==> src/include/adc_readout_defs.svh <==
`ifndef ADC_READOUT_DEFS_SVH
`define ADC_READOUT_DEFS_SVH

// Number of ADC channels, one column of the frame per channel
`define ADC_CHANNELS 16

// Bits per ADC sample
`define ADC_SAMPLE_W 16

// Rows per frame, one row per conversion
`define ADC_ROWS 48

// Width of a row index, wide enough for ADC_ROWS
`define ADC_ROW_W 6

// Width of a column index, wide enough for ADC_CHANNELS
`define ADC_COL_W 4

// Output stream word width
`define ADC_WORD_W 32

// Credits the sender holds after reset.
// This matches the depth of the downstream FIFO.
`define ADC_OUT_CREDITS 4

`endif

==> src/source/adc_readout_pkg.sv <==
`include "adc_readout_defs.svh"

package adc_readout_pkg;

    // One captured conversion, channel 0 sits in the low bits
    typedef struct packed {
        logic [`ADC_CHANNELS-1:0][`ADC_SAMPLE_W-1:0] sample;
    } adc_row_t;

    // Readout window, inclusive on both ends
    typedef struct packed {
        logic [`ADC_ROW_W-1:0] row_start;
        logic [`ADC_ROW_W-1:0] row_end;
        logic [`ADC_COL_W-1:0] col_start;
        logic [`ADC_COL_W-1:0] col_end;
    } window_t;

    // Word type codes, same values as the channel type codes of the older readout
    typedef enum logic [1:0] {
        tag_header = 2'd1,
        tag_sample = 2'd2,
        tag_footer = 2'd3
    } word_tag_t;

    // Frame number takes whatever is left of a marker word after tag and window
    typedef logic [`ADC_WORD_W-2-$bits(window_t)-1:0] frame_num_t;

    typedef struct packed {
        word_tag_t                 tag;
        logic [`ADC_ROW_W-1:0]     row;
        logic [`ADC_COL_W-1:0]     col;
        logic [`ADC_SAMPLE_W-1:0]  sample;
        logic [`ADC_WORD_W-2-`ADC_ROW_W-`ADC_COL_W-`ADC_SAMPLE_W-1:0] zero;
    } sample_word_t;

    typedef struct packed {
        word_tag_t  tag;
        frame_num_t frame_num;
        window_t    window;
    } marker_word_t;

    // The tag in the top two bits tells which view applies
    typedef union packed {
        sample_word_t sample_w;
        marker_word_t marker_w;
    } out_word_u;

endpackage

==> src/source/adc_sample_capture.sv <==
`timescale 1ns/1ns
`include "adc_readout_defs.svh"

module adc_sample_capture (
    input  logic                                        CLK,
    input  logic                                        rst_n,
    input  logic                                        cnv_strobe,
    input  logic                                        sr_out,
    input  logic [`ADC_CHANNELS-1:0][`ADC_SAMPLE_W-1:0] adc_data,
    output logic                                        row_valid,
    output logic                                        row_first,
    output adc_readout_pkg::adc_row_t                   row
);

    // Strobe and row-0 marker travel together so the writer sees
    // one aligned record per conversion
    always_ff @(posedge CLK or negedge rst_n)
    begin
        if (!rst_n)
        begin
            row_valid <= 1'b0;
            row_first <= 1'b0;
        end
        else
        begin
            row_valid <= cnv_strobe;
            row_first <= cnv_strobe & sr_out;
        end
    end

    // Sample register only loads on a strobe, so the row stays put between conversions
    always_ff @(posedge CLK)
    begin
        if (cnv_strobe)
        begin
            row.sample <= adc_data;
        end
    end

endmodule

==> config.mk <==
export PLATFORM = sky130hd
export DESIGN_NAME = adc_sample_capture
export DESIGN_NICKNAME = d
export VERILOG_FILES = /design/src/source/adc_readout_pkg.sv /design/src/source/adc_sample_capture.sv
export VERILOG_INCLUDE_DIRS = /design/src /design/src/include
export SDC_FILE = /design/constraint.sdc
export NUM_CORES = 1
export LEC_CHECK = 0
export ABC_AREA = 1
export BUFFER_PORTS_ARGS = -buffer_cell sky130_fd_sc_hd__buf_2
export CAP_MARGIN = 0
export CELL_PAD_IN_SITES_DETAIL_PLACEMENT = 1
export CELL_PAD_IN_SITES_GLOBAL_PLACEMENT = 1
export CORE_AREA = 2 2 203 205
export CTS_CLUSTER_SIZE = 10
export DETAILED_ROUTE_END_ITERATION = 7
export DIE_AREA = 0 0 205 207
export PLACE_DENSITY_LB_ADDON = 0.1
export SLEW_MARGIN = 5
export SYNTH_ARGS = -nofsm -noshare
export SYNTH_HDL_FRONTEND = slang
export SYNTH_SLANG_ARGS = --single-unit
==> constraint.sdc <==
create_clock -name CLK -period 0.8 [get_ports CLK]
set_input_delay 0.12 -clock CLK [delete_from_list [all_inputs] [get_ports CLK]]
set_output_delay 0.12 -clock CLK [all_outputs]
set_load 0.05 [all_outputs]
==> results_dict.tcl <==
set metrics [dict create \
    end_kind "output pin" \
    crit_fanout 1 \
    min_period_ns 1.29 \
    portBuffers 517 \
    grt_pass1_wl_um 43700 \
    dr_total_vias 5980 \
    p_seq_share_pct 43.0 \
    top_usage_layer "met2" \
    drive_gt1_share_pct 51.8 \
    synth_cells 260 \
    drt-wirelength-per-cell_um 17.9 \
    core_sq_mm 0.0404 \
    instances_no_fill 1642 \
    first_pass_iters 4 \
    drt_iter0_markers 182 \
    start_kind "register" \
    routed_wirelength_um 29500 \
    swShare_pct 28.3 \
    combPwrFrac_pct 21.2 \
    gp_congestion 0.757 \
    synth_area_sq_mm 0.00774 \
    placed_cells 1326 \
    intPower_mw 27.7 \
    p_sw_mw 11.0 \
    clkTransAtPathRegs_ns 0.05 \
    synthSimpleGateAreaFrac_pct 0.0485 \
    hold_class "in2reg" \
    rsz0062_at_grt "true" \
    globalRouteMet1Util_pct 13.6 \
    ir_drop_v 0.00144 \
    final_common_cell "dlygate4sd3_1" \
    total_power_mw 38.6 \
    ctsRootBufferMaster "clkbuf_16" \
    layout_common_cells "260 x dlygate4sd3_1, 258 x buf_2, 257 x buf_6" \
    cts_max_level 2 \
    post-cts-setup-buffers 0 \
    start_util_pct 19.2 \
    use_met3_pct 4.99 \
    synthAdderAreaFrac_pct 0 \
    maxCapViolations 0 \
    power.share.clock_pct 35.7 \
    crit_buf_inv 1 \
    ant_nets 0 \
    grt_pass1_vias 7168 \
    critical_path_required_ns 0.68 \
    path_class "reg2out" \
    ys_warn_count 0 \
    critPathLaunch "row[48]$_DFFE_PP_" \
    grt_max_degree 52 \
    synth-seq-cells 258 \
    yosysSeqAreaShare_pct 99.9 \
    cts.sinks 258 \
    power_density_mw_per_mm2 2350 \
    cts_tree "yes" \
    outcome "finished with violations" \
    period_share_pct 161 \
    slew_headroom_pct 80.2 \
    worst_slew_pin_slew_ns 0.297 \
    die_area_sq_mm 0.0424 \
    worstPathArrival_ns 1.17 \
    vias_per_cell 3.64 \
    die_x_um 205 \
    leakagePower_nw 6.82 \
    met2_usage_pct 25.5 \
    grt.overflow.total 0 \
    fin_nets 1350 \
    clk_path_buf_depth 3 \
    cp_slowest_cell "edfxtp_1" \
    synthMuxAreaShare_pct 0 \
    chipHeight_um 207 \
    ys_types 4 \
    syn_avg_cell_area_sq_um 29.8 \
    final_util_pct 40.7 \
    violations "negative setup slack" \
    path_cells "buf_12" \
    antenna_found_initial 1 \
    synth-xor-area-share_pct 0 \
    grt_util_all_layers_pct 13.7 \
    cp_top_family "flip-flops" \
    hp-start "cnv_strobe" \
    rows 74 \
    setup_slack_ns -0.491 \
    setup_viol 258 \
    dp_hpwl_um 20900 \
    report.final.slew_viol_count 0 \
    io_pins 518 \
    syn_nets 520 \
    synth_compound_area_share_pct 0 \
    whs_ns 0.0569 \
    area_growth_syn_to_layout_pct 112 \
    final_area_sq_mm 0.0164 \
    fmax_mhz 775 \
    fin_tns_setup_ns -99.96 \
    remaining_drc_errors 0 \
    hold_viol 0 \
    cts_buffers 34 \
    synth_top_family_by_area "buffers and inverters" \
    slowest_delay_ns 0.46 \
    dp_slack_ns -0.173 \
    dpl_cell_area_sq_mm 0.0112 \
]
kinds of logic after synthesis:
| group | Yosys count |
|---|---|
| buffers and inverters | 1 |
| DFF | 258 |
| and+or+nand+nor | 1 |
repair_timing:
item / 4_1_cts / 5_1_grt
endpoints found under the setup margin: 258 / 258
pin swaps: 0 / 0
gates resized for setup: 514 / 0
hold buffers: 260 / 0
endpoints found under the hold margin: 260 / 0
flip-flops by register name, summed over array words and instances, names as in the netlist:
register / flops
row_first: 1
row: 256
row_valid: 1
synthesized netlist by cell type:
cell type / instances / area (sq um)
dfrtp_1: 2 / 50.1
edfxtp_1: 256 / 7690
inv_1: 1 / 3.75
nand2_1: 1 / 3.75
power by group through the flow:
stage / registers (mW) / clock network [mW] / logic [mW]
2_1_floorplan: 20.4 / 0 / 0.00181
3_3_place_gp: 16.6 / 0 / 5.95
3_5_place_dp: 16.6 / 0 / 5.98
4_1_cts: 16.6 / 14.4 / 8.26
5_1_grt: 16.7 / 14.8 / 8.51
6_report: 16.6 / 13.8 / 8.20
final timing paths:
check | endpoint | depth (start not counted) | slack [ns]
worst max-delay path | row[48] | 1 | -0.49
worst min-delay path | row[170]$_DFFE_PP_ | 2 | 0.06
max in group asynchronous | row_valid$_DFF_PN0_ | 3 | 0.21
min in group asynchronous | row_first$_DFF_PN0_ | 3 | 0.46
final cells by class:
class | instances | area [sq um]
diodes | 1 | 2.50
clock buffers | 45 | 956
clock inverters | 10 | 42.5
fillers | 4105 | 23900
inverters | 1 | 3.75
multi-input cells | 1 | 3.75
flip-flops and latches | 258 | 7740
well taps | 532 | 666
repair buffers | 794 | 7040
layer usage:
metal | up-vias | part of all wire (%)
li1 | 2722 | -
met1 | 2908 | 33
met2 | 303 | 55
met3 | 47 | 9.2
met4 | 0 | 2.8
met5 | - | 0
(Power assumes the default switching activity.)
