[src/include/adc_readout_defs.svh]
`ifndef ADC_READOUT_DEFS_SVH
`define ADC_READOUT_DEFS_SVH

// Number of ADC channels, one column of the frame per channel
`define ADC_CHANNELS 16

// Bits per ADC sample
`define ADC_SAMPLE_W 16

// Rows per frame, one row per conversion
`define ADC_ROWS 48

// Width of a row index, wide enough for ADC_ROWS
`define ADC_ROW_W 6

// Width of a column index, wide enough for ADC_CHANNELS
`define ADC_COL_W 4

// Output stream word width
`define ADC_WORD_W 32

// Credits the sender holds after reset.
// This matches the depth of the downstream FIFO.
`define ADC_OUT_CREDITS 4

`endif

[src/source/row_writer.sv]
`timescale 1ns/1ns
`include "adc_readout_defs.svh"

module row_writer (
    input  logic                  CLK,
    input  logic                  rst_n,
    input  logic                  row_valid,
    input  logic                  row_first,
    input  logic                  busy,
    output logic                  wr_en,
    output logic                  wr_bank,
    output logic [`ADC_ROW_W-1:0] wr_row,
    output logic                  frame_ready,
    output logic                  ready_bank
);

    logic [`ADC_ROW_W-1:0] row_idx;
    logic                  synced;
    logic                  bank;
    logic                  last_row;

    // A row-0 marker always restarts the count, whatever the current index
    assign wr_row   = row_first ? '0 : row_idx;
    assign wr_en    = row_valid & (synced | row_first);
    assign wr_bank  = bank;
    assign last_row = (wr_row == `ADC_ROW_W'(`ADC_ROWS - 1));

    always_ff @(posedge CLK or negedge rst_n)
    begin
        if (!rst_n)
        begin
            row_idx     <= '0;
            synced      <= 1'b0;
            bank        <= 1'b0;
            frame_ready <= 1'b0;
            ready_bank  <= 1'b0;
        end
        else
        begin
            frame_ready <= 1'b0;
            if (wr_en)
            begin
                synced <= 1'b1;
                if (last_row)
                begin
                    row_idx <= '0;
                    // Reader still on the other bank, so this frame is lost
                    // and the same bank gets refilled
                    if (!busy)
                    begin
                        frame_ready <= 1'b1;
                        ready_bank  <= bank;
                        bank        <= ~bank;
                    end
                end
                else
                begin
                    row_idx <= wr_row + 1'b1;
                end
            end
        end
    end

endmodule

[config.mk]
export PLATFORM = sky130hd
export DESIGN_NAME = row_writer
export DESIGN_NICKNAME = d
export VERILOG_FILES = /design/src/source/row_writer.sv
export VERILOG_INCLUDE_DIRS = /design/src /design/src/include
export SDC_FILE = /design/constraint.sdc
export NUM_CORES = 1
export LEC_CHECK = 0
export BUFFER_PORTS_ARGS = -buffer_cell sky130_fd_sc_hd__buf_2
export CORE_AREA = 2 2 39 41
export DETAILED_ROUTE_END_ITERATION = 10
export DIE_AREA = 0 0 41 43
export HOLD_SLACK_MARGIN = 0.1
export SYNTH_ARGS = -nofsm -noshare
export SYNTH_HDL_FRONTEND = slang
export SYNTH_SLANG_ARGS = --single-unit
[constraint.sdc]
create_clock -name CLK -period 3.79 [get_ports CLK]
set_input_delay 0.1895 -clock CLK [delete_from_list [all_inputs] [get_ports CLK]]
set_output_delay 0.1895 -clock CLK [all_outputs]
set_load 0.1 [all_outputs]
==> flow_metrics.env, run 1 <==
export IMPL_port_buffers=14
export IMPL_clockRootBuffer="clkbuf_4"
export IMPL_synth_simple_gate_area_frac=0.279
export IMPL_seq_area_sq_um=250
export IMPL_synthMuxAreaShare=0.0279
export IMPL_vdd_ir_drop_max_mv=0.181
export IMPL_tritoncts="done"
export IMPL_wl_met3_um=45
export IMPL_crit_slowest_cell="o21ai_1"
export IMPL_grt_setup_unrepaired="no"
export IMPL_syn_inst=51
export IMPL_fin_hold_ws_ns=0.114
export IMPL_yosysWarnings=0
export IMPL_instances_no_fill=84
export IMPL_hpwl_um=753
export IMPL_core_sq_mm=0.00138
export IMPL_antenna_found_initial=0
export IMPL_grt_total_usage=0.140
export IMPL_overflow=0
export IMPL_fmax_mhz=522
export IMPL_fp_dieW_um=41
export IMPL_cts_buffers=3
export IMPL_synthXorXnorAreaFrac=0.0163
export IMPL_crit_path_cell_trace="o21ai_1 -> inv_2 -> buf_2"
export IMPL_worst_ep_required_time_ns=3.60
export IMPL_antenna_left=0
export IMPL_met2_length_um=430
export IMPL_drc_errors=0
export IMPL_worst_path_dominant_cell_family="compound AO/OA/AOI/OAI gates"
export IMPL_drt_initial_drc_count=17
export IMPL_cp_max_fo=12
export IMPL_drive_above_1_share=0.353
export IMPL_maxCapViolCount=0
export IMPL_power_density_mw_per_mm2=456
export IMPL_clk_latency_ns=0.26
export IMPL_netlist_area_sq_um=538
export IMPL_grt_pass1_vias=355
export IMPL_gp_congestion=0.737
export IMPL_setup_viol=0
export IMPL_synth_compound_area_frac=0.158
export IMPL_synth_area_leaders="dfrtp_1 47%, nand2_1 6.3%, nor2b_1 5.8%, nand4b_4 4.4%, nor4_4 4.0%"
export IMPL_drt_wl_total_um=1010
export IMPL_seq_area_frac_synth=0.465
export IMPL_hold_viol=0
export IMPL_worstMarginPinSlew_ns=0.850
export IMPL_relSlewSlack=0.429
export IMPL_synth_area_leader_cell="dfrtp_1"
export IMPL_num_vias=425
export IMPL_path_clk_slew_ns=0.07
export IMPL_highest_layer="met4"
export IMPL_io_pins=15
export IMPL_clockBufferDepth=2
export IMPL_h_tree_depth=1
export IMPL_area_growth_syn_to_layout_pct=23.7
export IMPL_crit_path_start_kind="flip-flop"
export IMPL_worstPathArrival_ns=1.73
export IMPL_post_route_period_util=0.505
export IMPL_tns_ns=0
export IMPL_start_util=0.389
export IMPL_dpl_worst_slack_ns=2.02
export IMPL_final_cell_mix="14 x buf_2, 10 x dfrtp_1, 9 x nand2_1"
export IMPL_cp_end_kind="output port"
export IMPL_critPathKind="flip-flop to output port"
export IMPL_nNetsFinal=75
export IMPL_diodes=0
export IMPL_cts_sinks=10
export IMPL_synth_top_area_share=0.465
export IMPL_final_common_cell="buf_2"
export IMPL_synth_cell_types=26
export IMPL_final_core_util=0.481
export IMPL_die_h_um=43
export IMPL_rows=14
export IMPL_first_pass_iters=4
export IMPL_p_leak_nw=0.361
export IMPL_fin_ws_ns=1.87
export IMPL_avgSynthCellArea_sq_um=10.5
export IMPL_min_path_type="input port to flip-flop"
export IMPL_crit_buf_inv=2
export IMPL_skew_ns=0.00180
export IMPL_multi_input_area_sq_um=272
export IMPL_routedWlPerCell_um=12.0
export IMPL_n_fill_cell=128
export IMPL_finalMaxSlewViolations=0
export IMPL_yosys_most_used_dff="dfrtp_1"
export IMPL_ys_ff_latch=10
export IMPL_synth_fa_ha_area_frac=0.0233
export IMPL_period_needed_ns=1.92
export IMPL_synth_edf_count=0
export IMPL_slowest_delay_ns=0.67
export IMPL_wl_met1_um=529
export IMPL_via_per_inst=5.06
export IMPL_place_inst=79
export IMPL_synth_async_reset_ratio=1.00
export IMPL_synth_top_family_by_area="simple AND/OR/NAND/NOR gates"
export IMPL_syn_num_nets=57
export IMPL_grt_first_pass_wirelength_um=1640
export IMPL_die_area_sq_mm=0.00176
export IMPL_grt_max_degree=14
export IMPL_status="complete, no violations"
[per-layer routing]
| layer | track usage | vias up |
|---|---|---|
| li1 | - | 217 |
| met1 | 0.210 | 196 |
| met2 | 0.178 | 10 |
| met3 | 0.0314 | 2 |
| met4 | 0.0800 | 0 |
| met5 | 0 | - |
[Yosys cell counts, types with 2 or more instances]
library cell and count:
o21ai_0 3, o21ai_1 2, nand2_1 9, nand2b_1 2, dfrtp_1 10, nor2b_1 5
[final cells by class]
class,count,area share
multi-input cells,37,0.408
inverters,2,0.0113
well taps,16,0.0301
clock buffers,4,0.0545
repair buffers,15,0.120
flip-flops and latches,10,0.376
[worst reg2reg max path: cells and delay by family (launching register included)]
family	cells	cell delay [ns]
and+or+nand+nor	3	0.65
DFF	1	0.38
muxes	1	0.33
adders and majority gates	1	0.30
[logic make-up (layout without fill, tap and decap cells)]
group | after synthesis | count (layout)
adders and majority gates | 1 | 1
DFF | 10 | 10
AOI/OAI and AO/OA | 12 | 12
muxes | 1 | 1
and+or+nand+nor | 22 | 22
buffers and inverters | 4 | 21
xor gates and xnor gates | 1 | 1
[power breakdown]
part	total, mW	switching (mW)	internal (mW)
combinational	0.0798	0.0615	0.0183
clock	0.0950	0.0368	0.0583
sequential	0.129	0.0134	0.116
[state kept, by name (all words and copies together) (netlist names)]
register     cells
frame_ready      1
ready_bank       1
row_idx          6
synced           1
wr_bank          1
[path summary, 6_finish.rpt]
| check | start | to | slack (ns) | depth (start not counted) |
|---|---|---|---|---|
| worst max-delay path | synced | wr_en | 1.87 | 3 |
| min in group asynchronous | rst_n | row_idx[4] | 0.31 | 2 |
| worst min register to register | wr_bank | wr_bank | 0.49 | 1 |
| worst max register to register | row_idx[0] | ready_bank | 2.03 | 5 |
| worst min-delay path | busy | frame_ready | 0.11 | 2 |
| max in group asynchronous | rst_n | row_idx[1] | 3.28 | 2 |
[stage by stage]
| step | total power [mW] | area (sq um) |
|---|---|---|
| final | 0.304 | 666 |
| after CTS | 0.310 | 666 |
| after detailed placement | 0.211 | 619 |
| after floorplan | 0.195 | 538 |
| after global routing | 0.322 | 666 |
| after global placement | 0.210 | 619 |
[what timing repair did]
item | CTS | global route
endpoints found under the hold margin | 10 | 0
setup buffers | 0 | 0
hold buffers | 1 | 0
gates resized for setup | 0 | 0
Power figures use the tool's default switching activity.
==> run 2, diff against run 1 <==
- clock period: 3.79 -> 1.8 ns (I/O delays scaled with it)
==> run 2 against run 1 <==
- design area grew 7.0%
- via count grew 3.5%
- flip-flop and latch count is the same
- setup slack lost 1.7 ns
- count of clock-buffer cells in the layout shrank 1
- register-to-register slack lost 1.8 ns
- critical path depth grew 2
- sequential share of layout area shrank 2.4 points
- non-clock buffer count grew 3
- first-iteration DRC count shrank 82%
- critical endpoint is now ready_bank
- largest cell class unchanged
- largest power group unchanged
==> flow_metrics.env, run 2 (synthesis results as in run 1) <==
export IMPL_status="complete, no violations"
export IMPL_antenna_found_initial=0
export IMPL_cts_setup_buffers=0
export IMPL_clockBufferDepth=2
export IMPL_core_sq_mm=0.00138
export IMPL_finalMaxSlewViolations=0
export IMPL_worstPathArrival_ns=1.75
export IMPL_clockRootBuffer="clkbuf_4"
export IMPL_regMostFlops="row_idx"
export IMPL_tns_ns=0
export IMPL_overflow=0
export IMPL_power_density_mw_per_mm2=860
export IMPL_first_pass_iters=3
export IMPL_cp_end_kind="flip-flop"
export IMPL_grt_max_degree=14
export IMPL_relSlewSlack=0.678
export IMPL_start_util=0.389
export IMPL_io_pins=15
export IMPL_diodes=0
export IMPL_area_growth_syn_to_layout_pct=32.3
export IMPL_die_area_sq_mm=0.00176
export IMPL_drt_initial_drc_count=3
export IMPL_maxCapViolCount=0
export IMPL_cts_buffers=3
export IMPL_critPathKind="flip-flop to flip-flop"
export IMPL_crit_path_start_kind="flip-flop"
export IMPL_hpwl_um=819
export IMPL_worst_ep_required_time_ns=1.94
export IMPL_drc_errors=0
export IMPL_routedWlPerCell_um=12.6
export IMPL_skew_ns=0.0106
export IMPL_pwr_share_seq=0.445
export IMPL_post_route_period_util=0.890
export IMPL_port_buffers=14
export IMPL_die_h_um=43
export IMPL_drt_wl_total_um=1080
export IMPL_num_vias=440
export IMPL_final_common_cell="buf_2"
export IMPL_largest_reg_flops=6
export IMPL_power_share_clock=0.248
export IMPL_tritoncts="done"
export IMPL_rows=14
export IMPL_cp_max_fo=4
export IMPL_final_core_util=0.514
export IMPL_period_needed_ns=1.60
export IMPL_drive_above_1_share=0.443
export IMPL_dpl_worst_slack_ns=0.211
export IMPL_antenna_left=0
export IMPL_grt_pass1_vias=415
export IMPL_vdd_ir_drop_max_mv=0.348
export IMPL_h_tree_depth=1
export IMPL_fmax_mhz=624
export IMPL_path_clk_slew_ns=0.07
export IMPL_final_cell_mix="14 x buf_2, 10 x dfrtp_1, 9 x nand2_1"
export IMPL_clk_latency_ns=0.27
export IMPL_fp_dieW_um=41
export IMPL_gp_congestion=0.701
export IMPL_comb_power_share=0.307
export IMPL_p_int_uw=372
export IMPL_grt_first_pass_wirelength_um=1790
export IMPL_cts_resized=0
export IMPL_cts_sinks=10
export IMPL_switching_share=0.392
export IMPL_power_switching_uw=240
export IMPL_grt_total_usage=0.155
export IMPL_p_leak_nw=0.374
export IMPL_nNetsFinal=78
export IMPL_fin_ws_ns=0.197
export IMPL_hold_viol=0
export IMPL_worstMarginPinSlew_ns=0.486
export IMPL_setup_viol=0
export IMPL_grt_setup_unrepaired="no"
export IMPL_min_path_type="input port to flip-flop"
export IMPL_via_per_inst=5.12
## run 2: power groups by stage
stage / Combinational, mW / Sequential [mW] / Clock [mW]
final: 0.188 / 0.272 / 0.152
after global routing: 0.203 / 0.275 / 0.162
after CTS: 0.190 / 0.272 / 0.158
after detailed placement: 0.186 / 0.276 / 0
after global placement: 0.186 / 0.276 / 0
after floorplan: 0.154 / 0.269 / 0
## run 2: layout make-up
type | count | area [sq um]
clock buffers | 3 | 22.5
fillers | 122 | 672
inverters | 2 | 7.51
multi-input cells | 37 | 307
flip-flops and latches | 10 | 250
well taps | 16 | 20.0
repair buffers | 18 | 105
## run 2: path summary, 6_finish.rpt
| kind | from | end | slack [ns] | cells after the start |
|---|---|---|---|---|
| max in group asynchronous | rst_n | ready_bank | 1.39 | 2 |
| max | row_idx[0] | ready_bank | 0.20 | 5 |
| min | row_valid | row_idx[3] | 0.20 | 4 |
| min reg2reg | wr_bank | wr_bank | 0.49 | 1 |
| min in group asynchronous | rst_n | row_idx[2] | 0.21 | 2 |
| max reg2reg | row_idx[0] | ready_bank | 0.20 | 5 |
## run 2: layer usage
metal	wire length (um)	up-vias	track usage
met5	0	-	0
met3	46	4	0.0314
met4	21	0	0.120
met2	461	10	0.188
met1	551	203	0.231
li1	-	223	-
## run 2: per-stage QoR
| step | hold slack (ns) | power [mW] | instances | cell area, sq um |
|---|---|---|---|---|
| floorplan | -0.206 | 0.424 | 51 | 573 |
| global placement | -0.0331 | 0.462 | 81 | 669 |
| detailed placement | -0.0345 | 0.462 | 81 | 669 |
| CTS | 0.197 | 0.620 | 86 | 712 |
| global route | 0.237 | 0.640 | 86 | 712 |
| finish | 0.203 | 0.613 | 86 | 712 |
## run 2: what timing repair did
| action | 4_1_cts | 5_1_grt |
|---|---|---|
| hold endpoints to repair | 11 | 0 |
| endpoints found under the setup margin | 0 | 0 |
| hold buffers | 2 | 0 |
## run 2: worst max-delay path: stages (launching register included)
cell	delay, ns
dfrtp_1	0.39
nor2b_4	0.20
ha_4	0.17
nand4b_4	0.15
nor4_4	0.24
mux2_4	0.33
