`src/include/adc_readout_defs.svh`:
```
`ifndef ADC_READOUT_DEFS_SVH
`define ADC_READOUT_DEFS_SVH

// Number of ADC channels, one column of the frame per channel
`define ADC_CHANNELS 16

// Bits per ADC sample
`define ADC_SAMPLE_W 16

// Rows per frame, one row per conversion
`define ADC_ROWS 48

// Width of a row index, wide enough for ADC_ROWS
`define ADC_ROW_W 6

// Width of a column index, wide enough for ADC_CHANNELS
`define ADC_COL_W 4

// Output stream word width
`define ADC_WORD_W 32

// Credits the sender holds after reset.
// This matches the depth of the downstream FIFO.
`define ADC_OUT_CREDITS 4

`endif

```
`src/source/output_credit_port.sv`:
```
`timescale 1ns/1ns
`include "adc_readout_defs.svh"

module output_credit_port (
    input  logic                   CLK,
    input  logic                   rst_n,
    input  logic [`ADC_WORD_W-1:0] next_word,
    input  logic                   next_valid,
    input  logic                   next_last,
    input  logic                   credit_return,
    output logic                   take,
    output logic [`ADC_WORD_W-1:0] word,
    output logic                   word_valid,
    output logic                   frame_end
);

    localparam int CREDIT_W = $clog2(`ADC_OUT_CREDITS + 1);

    logic [CREDIT_W-1:0] credits;

    assign take = next_valid && (credits != '0);

    always_ff @(posedge CLK or negedge rst_n)
    begin
        if (!rst_n)
        begin
            credits    <= CREDIT_W'(`ADC_OUT_CREDITS);
            word_valid <= 1'b0;
            frame_end  <= 1'b0;
        end
        else
        begin
            // Spend and refund in the same cycle cancel out
            case ({take, credit_return})
                2'b10:   credits <= credits - 1'b1;
                2'b01:   credits <= credits + 1'b1;
                default: credits <= credits;
            endcase
            word_valid <= take;
            frame_end  <= take & next_last;
        end
    end

    always_ff @(posedge CLK)
    begin
        if (take)
        begin
            word <= next_word;
        end
    end

endmodule

```
`config.mk`:
```
export PLATFORM = sky130hd
export DESIGN_NAME = output_credit_port
export DESIGN_NICKNAME = d
export VERILOG_FILES = /design/src/source/output_credit_port.sv
export VERILOG_INCLUDE_DIRS = /design/src /design/src/include
export SDC_FILE = /design/constraint.sdc
export NUM_CORES = 1
export LEC_CHECK = 0
export ABC_CLOCK_PERIOD_IN_PS = 2870
export BUFFER_PORTS_ARGS = -buffer_cell sky130_fd_sc_hd__buf_2
export CAP_MARGIN = 20
export CORE_UTILIZATION = 44
export CTS_CLUSTER_SIZE = 8
export DETAILED_ROUTE_END_ITERATION = 6
export PLACE_DENSITY = 0.81
export SYNTH_ARGS = -nofsm -noshare
export SYNTH_HDL_FRONTEND = slang
export SYNTH_SLANG_ARGS = --single-unit
```
`constraint.sdc`:
```
create_clock -name CLK -period 2.87 [get_ports CLK]
set_input_delay 0.1435 -clock CLK [delete_from_list [all_inputs] [get_ports CLK]]
set_output_delay 0.1435 -clock CLK [all_outputs]
set_load 0.05 [all_outputs]
```
==> impl_metrics.json, run 1 <==
{
  "status": "finished, final reports clean",
  "fin_hold_ws_ns": 0.0407,
  "tns_ns": 0,
  "period_share": 0.788,
  "numCtsBuffers": 5,
  "endpoint_kind": "primary output",
  "cts_tree": "built",
  "place_area_sq_mm": 0.00159,
  "final-setup-viol-count": 0,
  "diodes": 0,
  "cp-start-kind": "flip-flop",
  "die_h_um": 53.9,
  "synth_area_sq_mm": 0.00118,
  "gp_congestion": 0.615,
  "routed_wl_um": 2850,
  "die-area_sq_mm": 0.00290,
  "final_common_cell": "buf_2",
  "core_sq_mm": 0.00250,
  "avgRoutedWirePerCell_um": 14.8,
  "ys_ff_latch": 37,
  "nNetsFinal": 200,
  "clockBufferDepth": 2,
  "grt_pass1_vias": 785,
  "rows": 18,
  "boundaryPins": 72,
  "crit_type": "reg2out",
  "period_minus_slack_ns": 2.26,
  "synthCells": 49,
  "firstDrtPassIters": 4,
  "post-route-util": 0.807,
  "drive_gt1_frac": 0.506,
  "syn_area_per_cell_sq_um": 24.2,
  "cp_max_fo": 25,
  "ctsRootBufferMaster": "clkbuf_4",
  "irDropWorstVdd_v": 0.000692,
  "antenna_found_initial": 0,
  "path_buf_inv": 2,
  "power.leakage_nw": 0.899,
  "layout_common_cells": "71 x buf_2, 33 x dlygate4sd3_1, 32 x edfxtp_1, 5 x clkbuf_4, 4 x dfrtp_1",
  "path_cells": "or3_1 -> nand2_1 -> inv_1 -> buf_2",
  "clkTransAtPathRegs_ns": 0.10,
  "area_growth_pct": 70.3,
  "pre_cts_slack_ns": 0.860,
  "clock-sinks": 37,
  "ant_nets": 0,
  "num_vias": 849,
  "yosysWarningCount": 0,
  "fmaxAchievable_mhz": 442,
  "drt-vias-per-instance": 4.42,
  "cts-htree-levels": 2,
  "grtUsageTotal": 0.203,
  "overflow": 0,
  "cp.arrival_ns": 2.12,
  "max_stage_delay_ns": 0.65,
  "cp.required_ns": 2.73,
  "p_total_mw": 1.73,
  "instances_no_fill": 192,
  "syn_nets": 88,
  "p_per_area_mw_per_mm2": 859,
  "clk_latency_ns": 0.34,
  "io_buffer_count": 71,
  "final_area_sq_mm": 0.00202,
  "die_w_um": 53.9,
  "grt_setup_unrepaired": "false",
  "worstMarginPinSlew_ns": 0.882,
  "skew_ns": 0.0146,
  "drv_slew": 0,
  "grt_pass1_wl_um": 3550,
  "slowest_stage": "inv_1",
  "setup_ws_ns": 0.608,
  "hp-class": "in2reg",
  "dp.cells": 151,
  "initial_utilization": 0.474,
  "drtIter0Drc": 16,
  "synthDistinctLibCells": 13,
  "grt_max_degree": 26,
  "drc": 0,
  "drv_cap": 0,
  "max_slew_margin": 0.411,
  "hold_viol": 0,
  "ys_seq_area_frac": 0.918,
  "cts_setup_buffers": 0,
  "path_delay_family": "buffers and inverters"
}
cells in the mapped netlist, drive strengths merged:
| master | number | area (sq um) |
|---|---|---|
| nor2 | 1 | 3.75 |
| xnor2 | 1 | 8.76 |
| mux2 | 1 | 11.3 |
| xor2 | 2 | 17.5 |
| inv | 2 | 7.51 |
| dfrtp | 4 | 100 |
| and3 | 1 | 6.26 |
| ha | 1 | 12.5 |
| or3 | 1 | 6.26 |
| dfstp | 1 | 26.3 |
| fa | 1 | 20.0 |
| edfxtp | 32 | 961 |
| nand2 | 1 | 3.75 |
worst paths after layout:
path / slack (ns) / from / endpoint / cells past startpoint
min in group asynchronous: 0.13 / rst_n / credits[1]$_DFFE_PN0P_ / 2
max in group asynchronous: 2.51 / rst_n / credits[2]$_DFFE_PN1P_ / 2
max: 0.61 / credits[2]$_DFFE_PN1P_ / take / 4
max reg2reg: 0.84 / credits[0]$_DFFE_PN0P_ / credits[2]$_DFFE_PN1P_ / 8
min reg2reg: 0.53 / credits[2]$_DFFE_PN1P_ / credits[2]$_DFFE_PN1P_ / 1
min: 0.04 / next_last / frame_end$_DFF_PN0_ / 2
layer usage:
| metal | global-route usage | vias up | part of all wire |
|---|---|---|---|
| met4 | 0.140 | 0 | 0.033 |
| met3 | 0.105 | 8 | 0.12 |
| met1 | 0.201 | 379 | 0.37 |
| li1 | - | 406 | - |
| met2 | 0.325 | 56 | 0.48 |
| met5 | 0 | - | 0 |
sequential cells by signal, indices dropped and copies added (netlist names):
register,count
credits,3
frame_end,1
word,32
word_valid,1
timing repair:
action / CTS / global route
resized for setup: 0 / 0
hold buffers: 33 / 0
endpoints found under the hold margin: 37 / 0
area by class of cell:
class	instances	area, sq um
Tap cell	30	37.5
Multi-Input combinational cell	10	90.1
Clock buffer	5	37.5
Clock inverter	3	65.1
Fill cell	124	482
Timing Repair Buffer	105	693
Inverter	2	7.51
Sequential cell	37	1090
where the power goes:
group / total, mW / switching, mW / leakage [nW] / internal [mW]
clock network: 0.441 / 0.171 / 0.0552 / 0.270
registers: 0.755 / 0.0414 / 0.369 / 0.713
logic: 0.537 / 0.391 / 0.475 / 0.146
logic make-up (layout without fill, tap and decap cells):
logic type                 Yosys count  in the layout  synth area share
muxes                                1              1           0.00950
and+or+nand+nor                      4              4            0.0169
xor gates and xnor gates             3              3            0.0222
DFF                                 37             37             0.918
adders and majority gates            2              2            0.0275
buffers and inverters                2            115           0.00634
(Power assumes the default switching activity.)
==> run 2, diff against run 1 <==
--- a/config.mk
+++ b/config.mk
@@ -6,13 +6,13 @@
 export SDC_FILE = /design/constraint.sdc
 export NUM_CORES = 1
 export LEC_CHECK = 0
-export ABC_CLOCK_PERIOD_IN_PS = 2870
+export ABC_CLOCK_PERIOD_IN_PS = 2000
 export BUFFER_PORTS_ARGS = -buffer_cell sky130_fd_sc_hd__buf_2
 export CAP_MARGIN = 20
-export CORE_UTILIZATION = 44
+export CORE_UTILIZATION = 37
 export CTS_CLUSTER_SIZE = 8
 export DETAILED_ROUTE_END_ITERATION = 6
-export PLACE_DENSITY = 0.81
+export PLACE_DENSITY = 0.73
 export SYNTH_ARGS = -nofsm -noshare
 export SYNTH_HDL_FRONTEND = slang
 export SYNTH_SLANG_ARGS = --single-unit
==> constraint.sdc (replaced) <==
create_clock -name CLK -period 2 [get_ports CLK]
set_input_delay 0.1 -clock CLK [delete_from_list [all_inputs] [get_ports CLK]]
set_output_delay 0.1 -clock CLK [all_outputs]
set_load 0.05 [all_outputs]
==> run 2 against run 1 <==
  * Worst hold slack got worse by 0.016 ns
  * Highest routed layer unchanged
  * Total power up 32%
  * Sequential share of layout area decreased by 0.85 points
  * Non-clock buffer count grew 4
  * Routed wire length up 3.5%
  * Via count increased by 4.0%
  * Sequential power rose by 40%
==> impl_metrics.json, run 2 (synthesized netlist as in run 1, its figures left out) <==
{
  "core_sq_mm": 0.00305,
  "grtUsageTotal": 0.180,
  "setup_ws_ns": 0.0856,
  "n_fill_cell": 224,
  "cts_tree": "built",
  "dpl.hpwl_um": 1600,
  "layout_common_cells": "70 x buf_2, 33 x dlygate4sd3_1, 32 x edfxtp_1, 6 x clkbuf_4",
  "die_w_um": 58.6,
  "drv_cap": 0,
  "diodes": 0,
  "clk_latency_ns": 0.33,
  "ant_nets": 0,
  "max_slew_margin": 0.809,
  "cp.arrival_ns": 2.15,
  "clkTransAtPathRegs_ns": 0.09,
  "post-route-util": 0.672,
  "grt_pass1_wl_um": 4200,
  "initial_utilization": 0.388,
  "cp_max_fo": 2,
  "gp_congestion": 0.685,
  "nNetsFinal": 204,
  "final-setup-viol-count": 0,
  "ctsRootBufferMaster": "clkbuf_4",
  "regMostFlops": "word",
  "clockBufferDepth": 2,
  "hp-class": "in2reg",
  "clock-sinks": 37,
  "period_minus_slack_ns": 1.91,
  "max_stage_delay_ns": 0.40,
  "area_growth_pct": 73.1,
  "reg_top3": "word x32, credits x3",
  "firstDrtPassIters": 4,
  "drtIter0Drc": 32,
  "drt-vias-per-instance": 4.20,
  "worstMarginPinSlew_ns": 0.286,
  "status": "finished, final reports clean",
  "endpoint_kind": "flip-flop",
  "numCtsBuffers": 5,
  "num_vias": 883,
  "rows": 20,
  "crit_top_cell": "xor2_1",
  "skew_ns": 0.0121,
  "p_per_area_mw_per_mm2": 1120,
  "cts-htree-levels": 2,
  "final_common_cell": "buf_2",
  "path_cells": "or3_4 -> nand2_4 -> ha_4 -> inv_2 -> fa_2 -> xor2_1 -> nor2_1 -> xor2_1",
  "period_share": 0.957,
  "grt_max_degree": 35,
  "drc": 0,
  "die-area_sq_mm": 0.00343,
  "cp.required_ns": 2.24,
  "io_buffer_count": 71,
  "drv_slew": 0,
  "cp-start-kind": "flip-flop",
  "largest_reg_flops": 32,
  "drive_gt1_frac": 0.542,
  "antenna_found_initial": 0,
  "routed_wl_um": 2950,
  "power.leakage_nw": 0.891,
  "overflow": 0,
  "die_h_um": 58.6,
  "fmaxAchievable_mhz": 522,
  "pre_cts_slack_ns": -0.0585,
  "crit_type": "reg2reg",
  "avgRoutedWirePerCell_um": 14.0,
  "grt_pass1_vias": 918,
  "hold_viol": 0,
  "slowest_stage": "or3_4",
  "boundaryPins": 72,
  "irDropWorstVdd_v": 0.000584
}
[run 2: changes by cell type in the layout (fill, tap and decap cells not counted), sizes merged]
| cell | change |
|---|---|
| clkbuf | +1 |
| clkinvlp | +1 |
| buf | +3 |
| bufinv | -2 |
| inv | -1 |
| clkinv | +2 |
[run 2: per-stage QoR]
stage               area (sq um)  power (mW)  hold WS, ns  TNS (ns)  std cells
finish                      2050        2.30       0.0252         0        210
global route                2050        2.40       0.0146  -0.00765        210
CTS                         2030        2.28      0.00181         0        210
detailed placement          1620        1.84      -0.0791   -0.0585        167
global placement            1620        1.81      -0.0829         0        167
floorplan                   1190        1.63       -0.196         0         49
[run 2: path summary, 6_finish.rpt]
| kind | from | to | slack [ns] | depth (start not counted) |
|---|---|---|---|---|
| worst min-delay path | next_last | frame_end$_DFF_PN0_ | 0.03 | 2 |
| max in group asynchronous | rst_n | credits[2]$_DFFE_PN1P_ | 1.68 | 2 |
| worst max-delay path | credits[2]$_DFFE_PN1P_ | credits[2]$_DFFE_PN1P_ | 0.09 | 8 |
| min in group asynchronous | rst_n | frame_end$_DFF_PN0_ | 0.11 | 2 |
| worst min register to register | credits[0]$_DFFE_PN0P_ | credits[0]$_DFFE_PN0P_ | 0.58 | 2 |
| worst max register to register | credits[2]$_DFFE_PN1P_ | credits[2]$_DFFE_PN1P_ | 0.09 | 8 |
[run 2: layout make-up]
cell class | count | area [sq um] | area share
inverter | 2 | 11.3 | 0.00549
clock buffer | 5 | 37.5 | 0.0183
timing repair buffer | 109 | 729 | 0.356
sequential | 37 | 1090 | 0.530
multi-input combinational | 10 | 118 | 0.0574
tap | 44 | 55.1 | 0.0268
clock inverter | 3 | 12.5 | 0.00610
[run 2: metal layers]
metal / up-vias / routed length, um / GRT usage / share of wire
met5: - / 0 / 0 / 0
met4: 0 / 27 / 0.0816 / 0.0092
met3: 2 / 325 / 0.0791 / 0.11
met2: 55 / 1650 / 0.343 / 0.56
met1: 410 / 948 / 0.162 / 0.32
li1: 416 / - / - / -
[run 2: power breakdown]
part | total [mW] | switching (mW) | internal [mW] | leakage, nW
Clock | 0.341 | 0.214 | 0.127 | 0.0300
Combinational | 0.890 | 0.609 | 0.281 | 0.492
Sequential | 1.06 | 0.0431 | 1.02 | 0.369
Total | 2.30 | 0.866 | 1.43 | 0.891
[run 2: what timing repair did]
action | CTS | global route
gates resized for setup | 5 | 4
hold buffers | 33 | 0
endpoints found under the hold margin | 37 | 0
pin swaps | 3 | 2
endpoints found under the setup margin | 2 | 2
buffers inserted | 2 | 0
[run 2: worst max-delay path, delay by kind of cell (launching register included)]
kind                       cells  cell delay, ns
buffers and inverters          1            0.04
DFF                            1            0.38
xor gates and xnor gates       2            0.35
adders and majority gates      2            0.46
and+or+nand+nor                3            0.62
==> run 3, diff against run 2 <==
--- a/config.mk
+++ b/config.mk
@@ -12,7 +12,7 @@
 export CORE_UTILIZATION = 37
 export CTS_CLUSTER_SIZE = 8
 export DETAILED_ROUTE_END_ITERATION = 6
-export PLACE_DENSITY = 0.73
+export PLACE_DENSITY_LB_ADDON = 0.05
 export SYNTH_ARGS = -nofsm -noshare
 export SYNTH_HDL_FRONTEND = slang
 export SYNTH_SLANG_ARGS = --single-unit
==> run 3 against run 2 <==
  * Utilization decreased by 0.45 points
  * Clock-buffer cell count unchanged
  * Via count decreased by 3.3%
  * Clock skew decreased by 0.0063 ns
  * Clock power increased by 7.3%
  * Sequential share of layout area increased by 0.36 points
  * Maximum frequency decreased by 0.83%
  * Final cell count unchanged
  * Die area unchanged
  * Sequential power about the same
  * Global-route usage decreased by 2.6 points
  * Routed wire length decreased by 13%
==> impl_metrics.json, run 3 (synthesized netlist as in run 1, its figures left out) <==
{
  "cp_max_fo": 2,
  "cp.arrival_ns": 2.19,
  "grt_pass1_vias": 859,
  "die_w_um": 58.6,
  "drv_cap": 0,
  "io_buffer_count": 71,
  "drtIter0Drc": 12,
  "firstDrtPassIters": 4,
  "gp_congestion": 0.663,
  "period_minus_slack_ns": 1.93,
  "grt_pass1_wl_um": 3750,
  "worstMarginPinSlew_ns": 0.299,
  "antenna_found_initial": 0,
  "numCtsBuffers": 5,
  "drt-vias-per-instance": 4.07,
  "clkTransAtPathRegs_ns": 0.10,
  "grt_max_degree": 25,
  "n_fill_cell": 239,
  "period_share": 0.965,
  "post-route-util": 0.667,
  "routed_wl_um": 2560,
  "ant_nets": 0,
  "diodes": 0,
  "cp-start-kind": "flip-flop",
  "tns_ns": 0,
  "irDropWorstVdd_v": 0.000529,
  "power.leakage_nw": 0.890,
  "status": "finished, final reports clean",
  "final-setup-viol-count": 0,
  "grtUsageTotal": 0.154,
  "dp.cells": 168,
  "clock-sinks": 37,
  "cts_tree": "built",
  "area_growth_pct": 71.9,
  "drv_slew": 0,
  "clockBufferDepth": 2,
  "final_common_cell": "buf_2",
  "max_slew_margin": 0.801,
  "hp-class": "in2reg",
  "avgRoutedWirePerCell_um": 12.2,
  "rows": 20,
  "core_sq_mm": 0.00305,
  "layout_common_cells": "70 x buf_2, 34 x dlygate4sd3_1, 32 x edfxtp_1, 5 x clkbuf_4, 5 x buf_4",
  "p_per_area_mw_per_mm2": 1110,
  "ctsRootBufferMaster": "clkbuf_4",
  "boundaryPins": 72,
  "hold_viol": 0,
  "largest_reg_flops": 32,
  "endpoint_kind": "flip-flop",
  "cts_setup_buffers": 0,
  "dpl.hpwl_um": 1550,
  "cts-htree-levels": 2,
  "drive_gt1_frac": 0.530,
  "final_area_sq_mm": 0.00204,
  "initial_utilization": 0.388,
  "skew_ns": 0.00582,
  "fin_hold_ws_ns": 0.0549,
  "drc": 0,
  "die_h_um": 58.6,
  "overflow": 0,
  "num_vias": 854,
  "crit_type": "reg2reg",
  "reg_top3": "word x32, credits x3",
  "die-area_sq_mm": 0.00343,
  "regMostFlops": "word",
  "instances_no_fill": 210,
  "nNetsFinal": 204,
  "fmaxAchievable_mhz": 518,
  "clk_latency_ns": 0.33,
  "place_area_sq_mm": 0.00163,
  "cp.required_ns": 2.26
}
run 3: timing repair:
item,4_1_cts,5_1_grt
resized for setup,1,3
pin swaps,0,3
setup endpoints to repair,1,2
hold buffers,34,0
hold endpoints to repair,38,0
run 3: cell type report:
cell class	count	area [sq um]	share of cell area
tap	44	55.1	0.0270
sequential	37	1090	0.534
inverter	2	11.3	0.00553
multi-input combinational	10	100	0.0491
clock buffer	5	37.5	0.0184
timing repair buffer	109	728	0.357
clock inverter	3	17.5	0.00860
run 3: power by group:
| part | internal (mW) | switching, mW |
|---|---|---|
| sequential | 1.02 | 0.0495 |
| clock | 0.133 | 0.233 |
| combinational | 0.248 | 0.571 |
run 3: worst paths after layout:
path / start / end / slack, ns / depth (start not counted)
min reg2reg: credits[2]$_DFFE_PN1P_ / credits[2]$_DFFE_PN1P_ / 0.52 / 1
min: next_valid / frame_end$_DFF_PN0_ / 0.05 / 2
max: credits[2]$_DFFE_PN1P_ / credits[2]$_DFFE_PN1P_ / 0.07 / 8
max in group asynchronous: rst_n / credits[2]$_DFFE_PN1P_ / 1.68 / 2
min in group asynchronous: rst_n / word_valid$_DFF_PN0_ / 0.10 / 2
max reg2reg: credits[2]$_DFFE_PN1P_ / credits[2]$_DFFE_PN1P_ / 0.07 / 8
run 3: per-stage QoR:
step	total power, mW	worst slack [ns]
floorplan	1.63	0.0316
global placement	1.82	0.105
detailed placement	1.84	0.0594
CTS	2.27	0.0324
global route	2.37	-0.0113
finish	2.26	0.0695
run 3: worst max-delay path: stages, from the launching register on:
cell and delay (ns):
dfstp_2 0.39, or3_4 0.39, nand2_2 0.08, ha_2 0.19
inv_1 0.05, fa_1 0.37, xor2_1 0.15, nor2_1 0.11
xor2_1 0.14
run 3: per-layer routing:
layer	part of all wire	wire length [um]	global-route usage	vias up
met5	0	0	0	-
met4	0.0098	25	0.0510	0
met3	0.075	192	0.0527	3
met2	0.54	1370	0.287	49
met1	0.38	972	0.162	388
li1	-	-	-	414
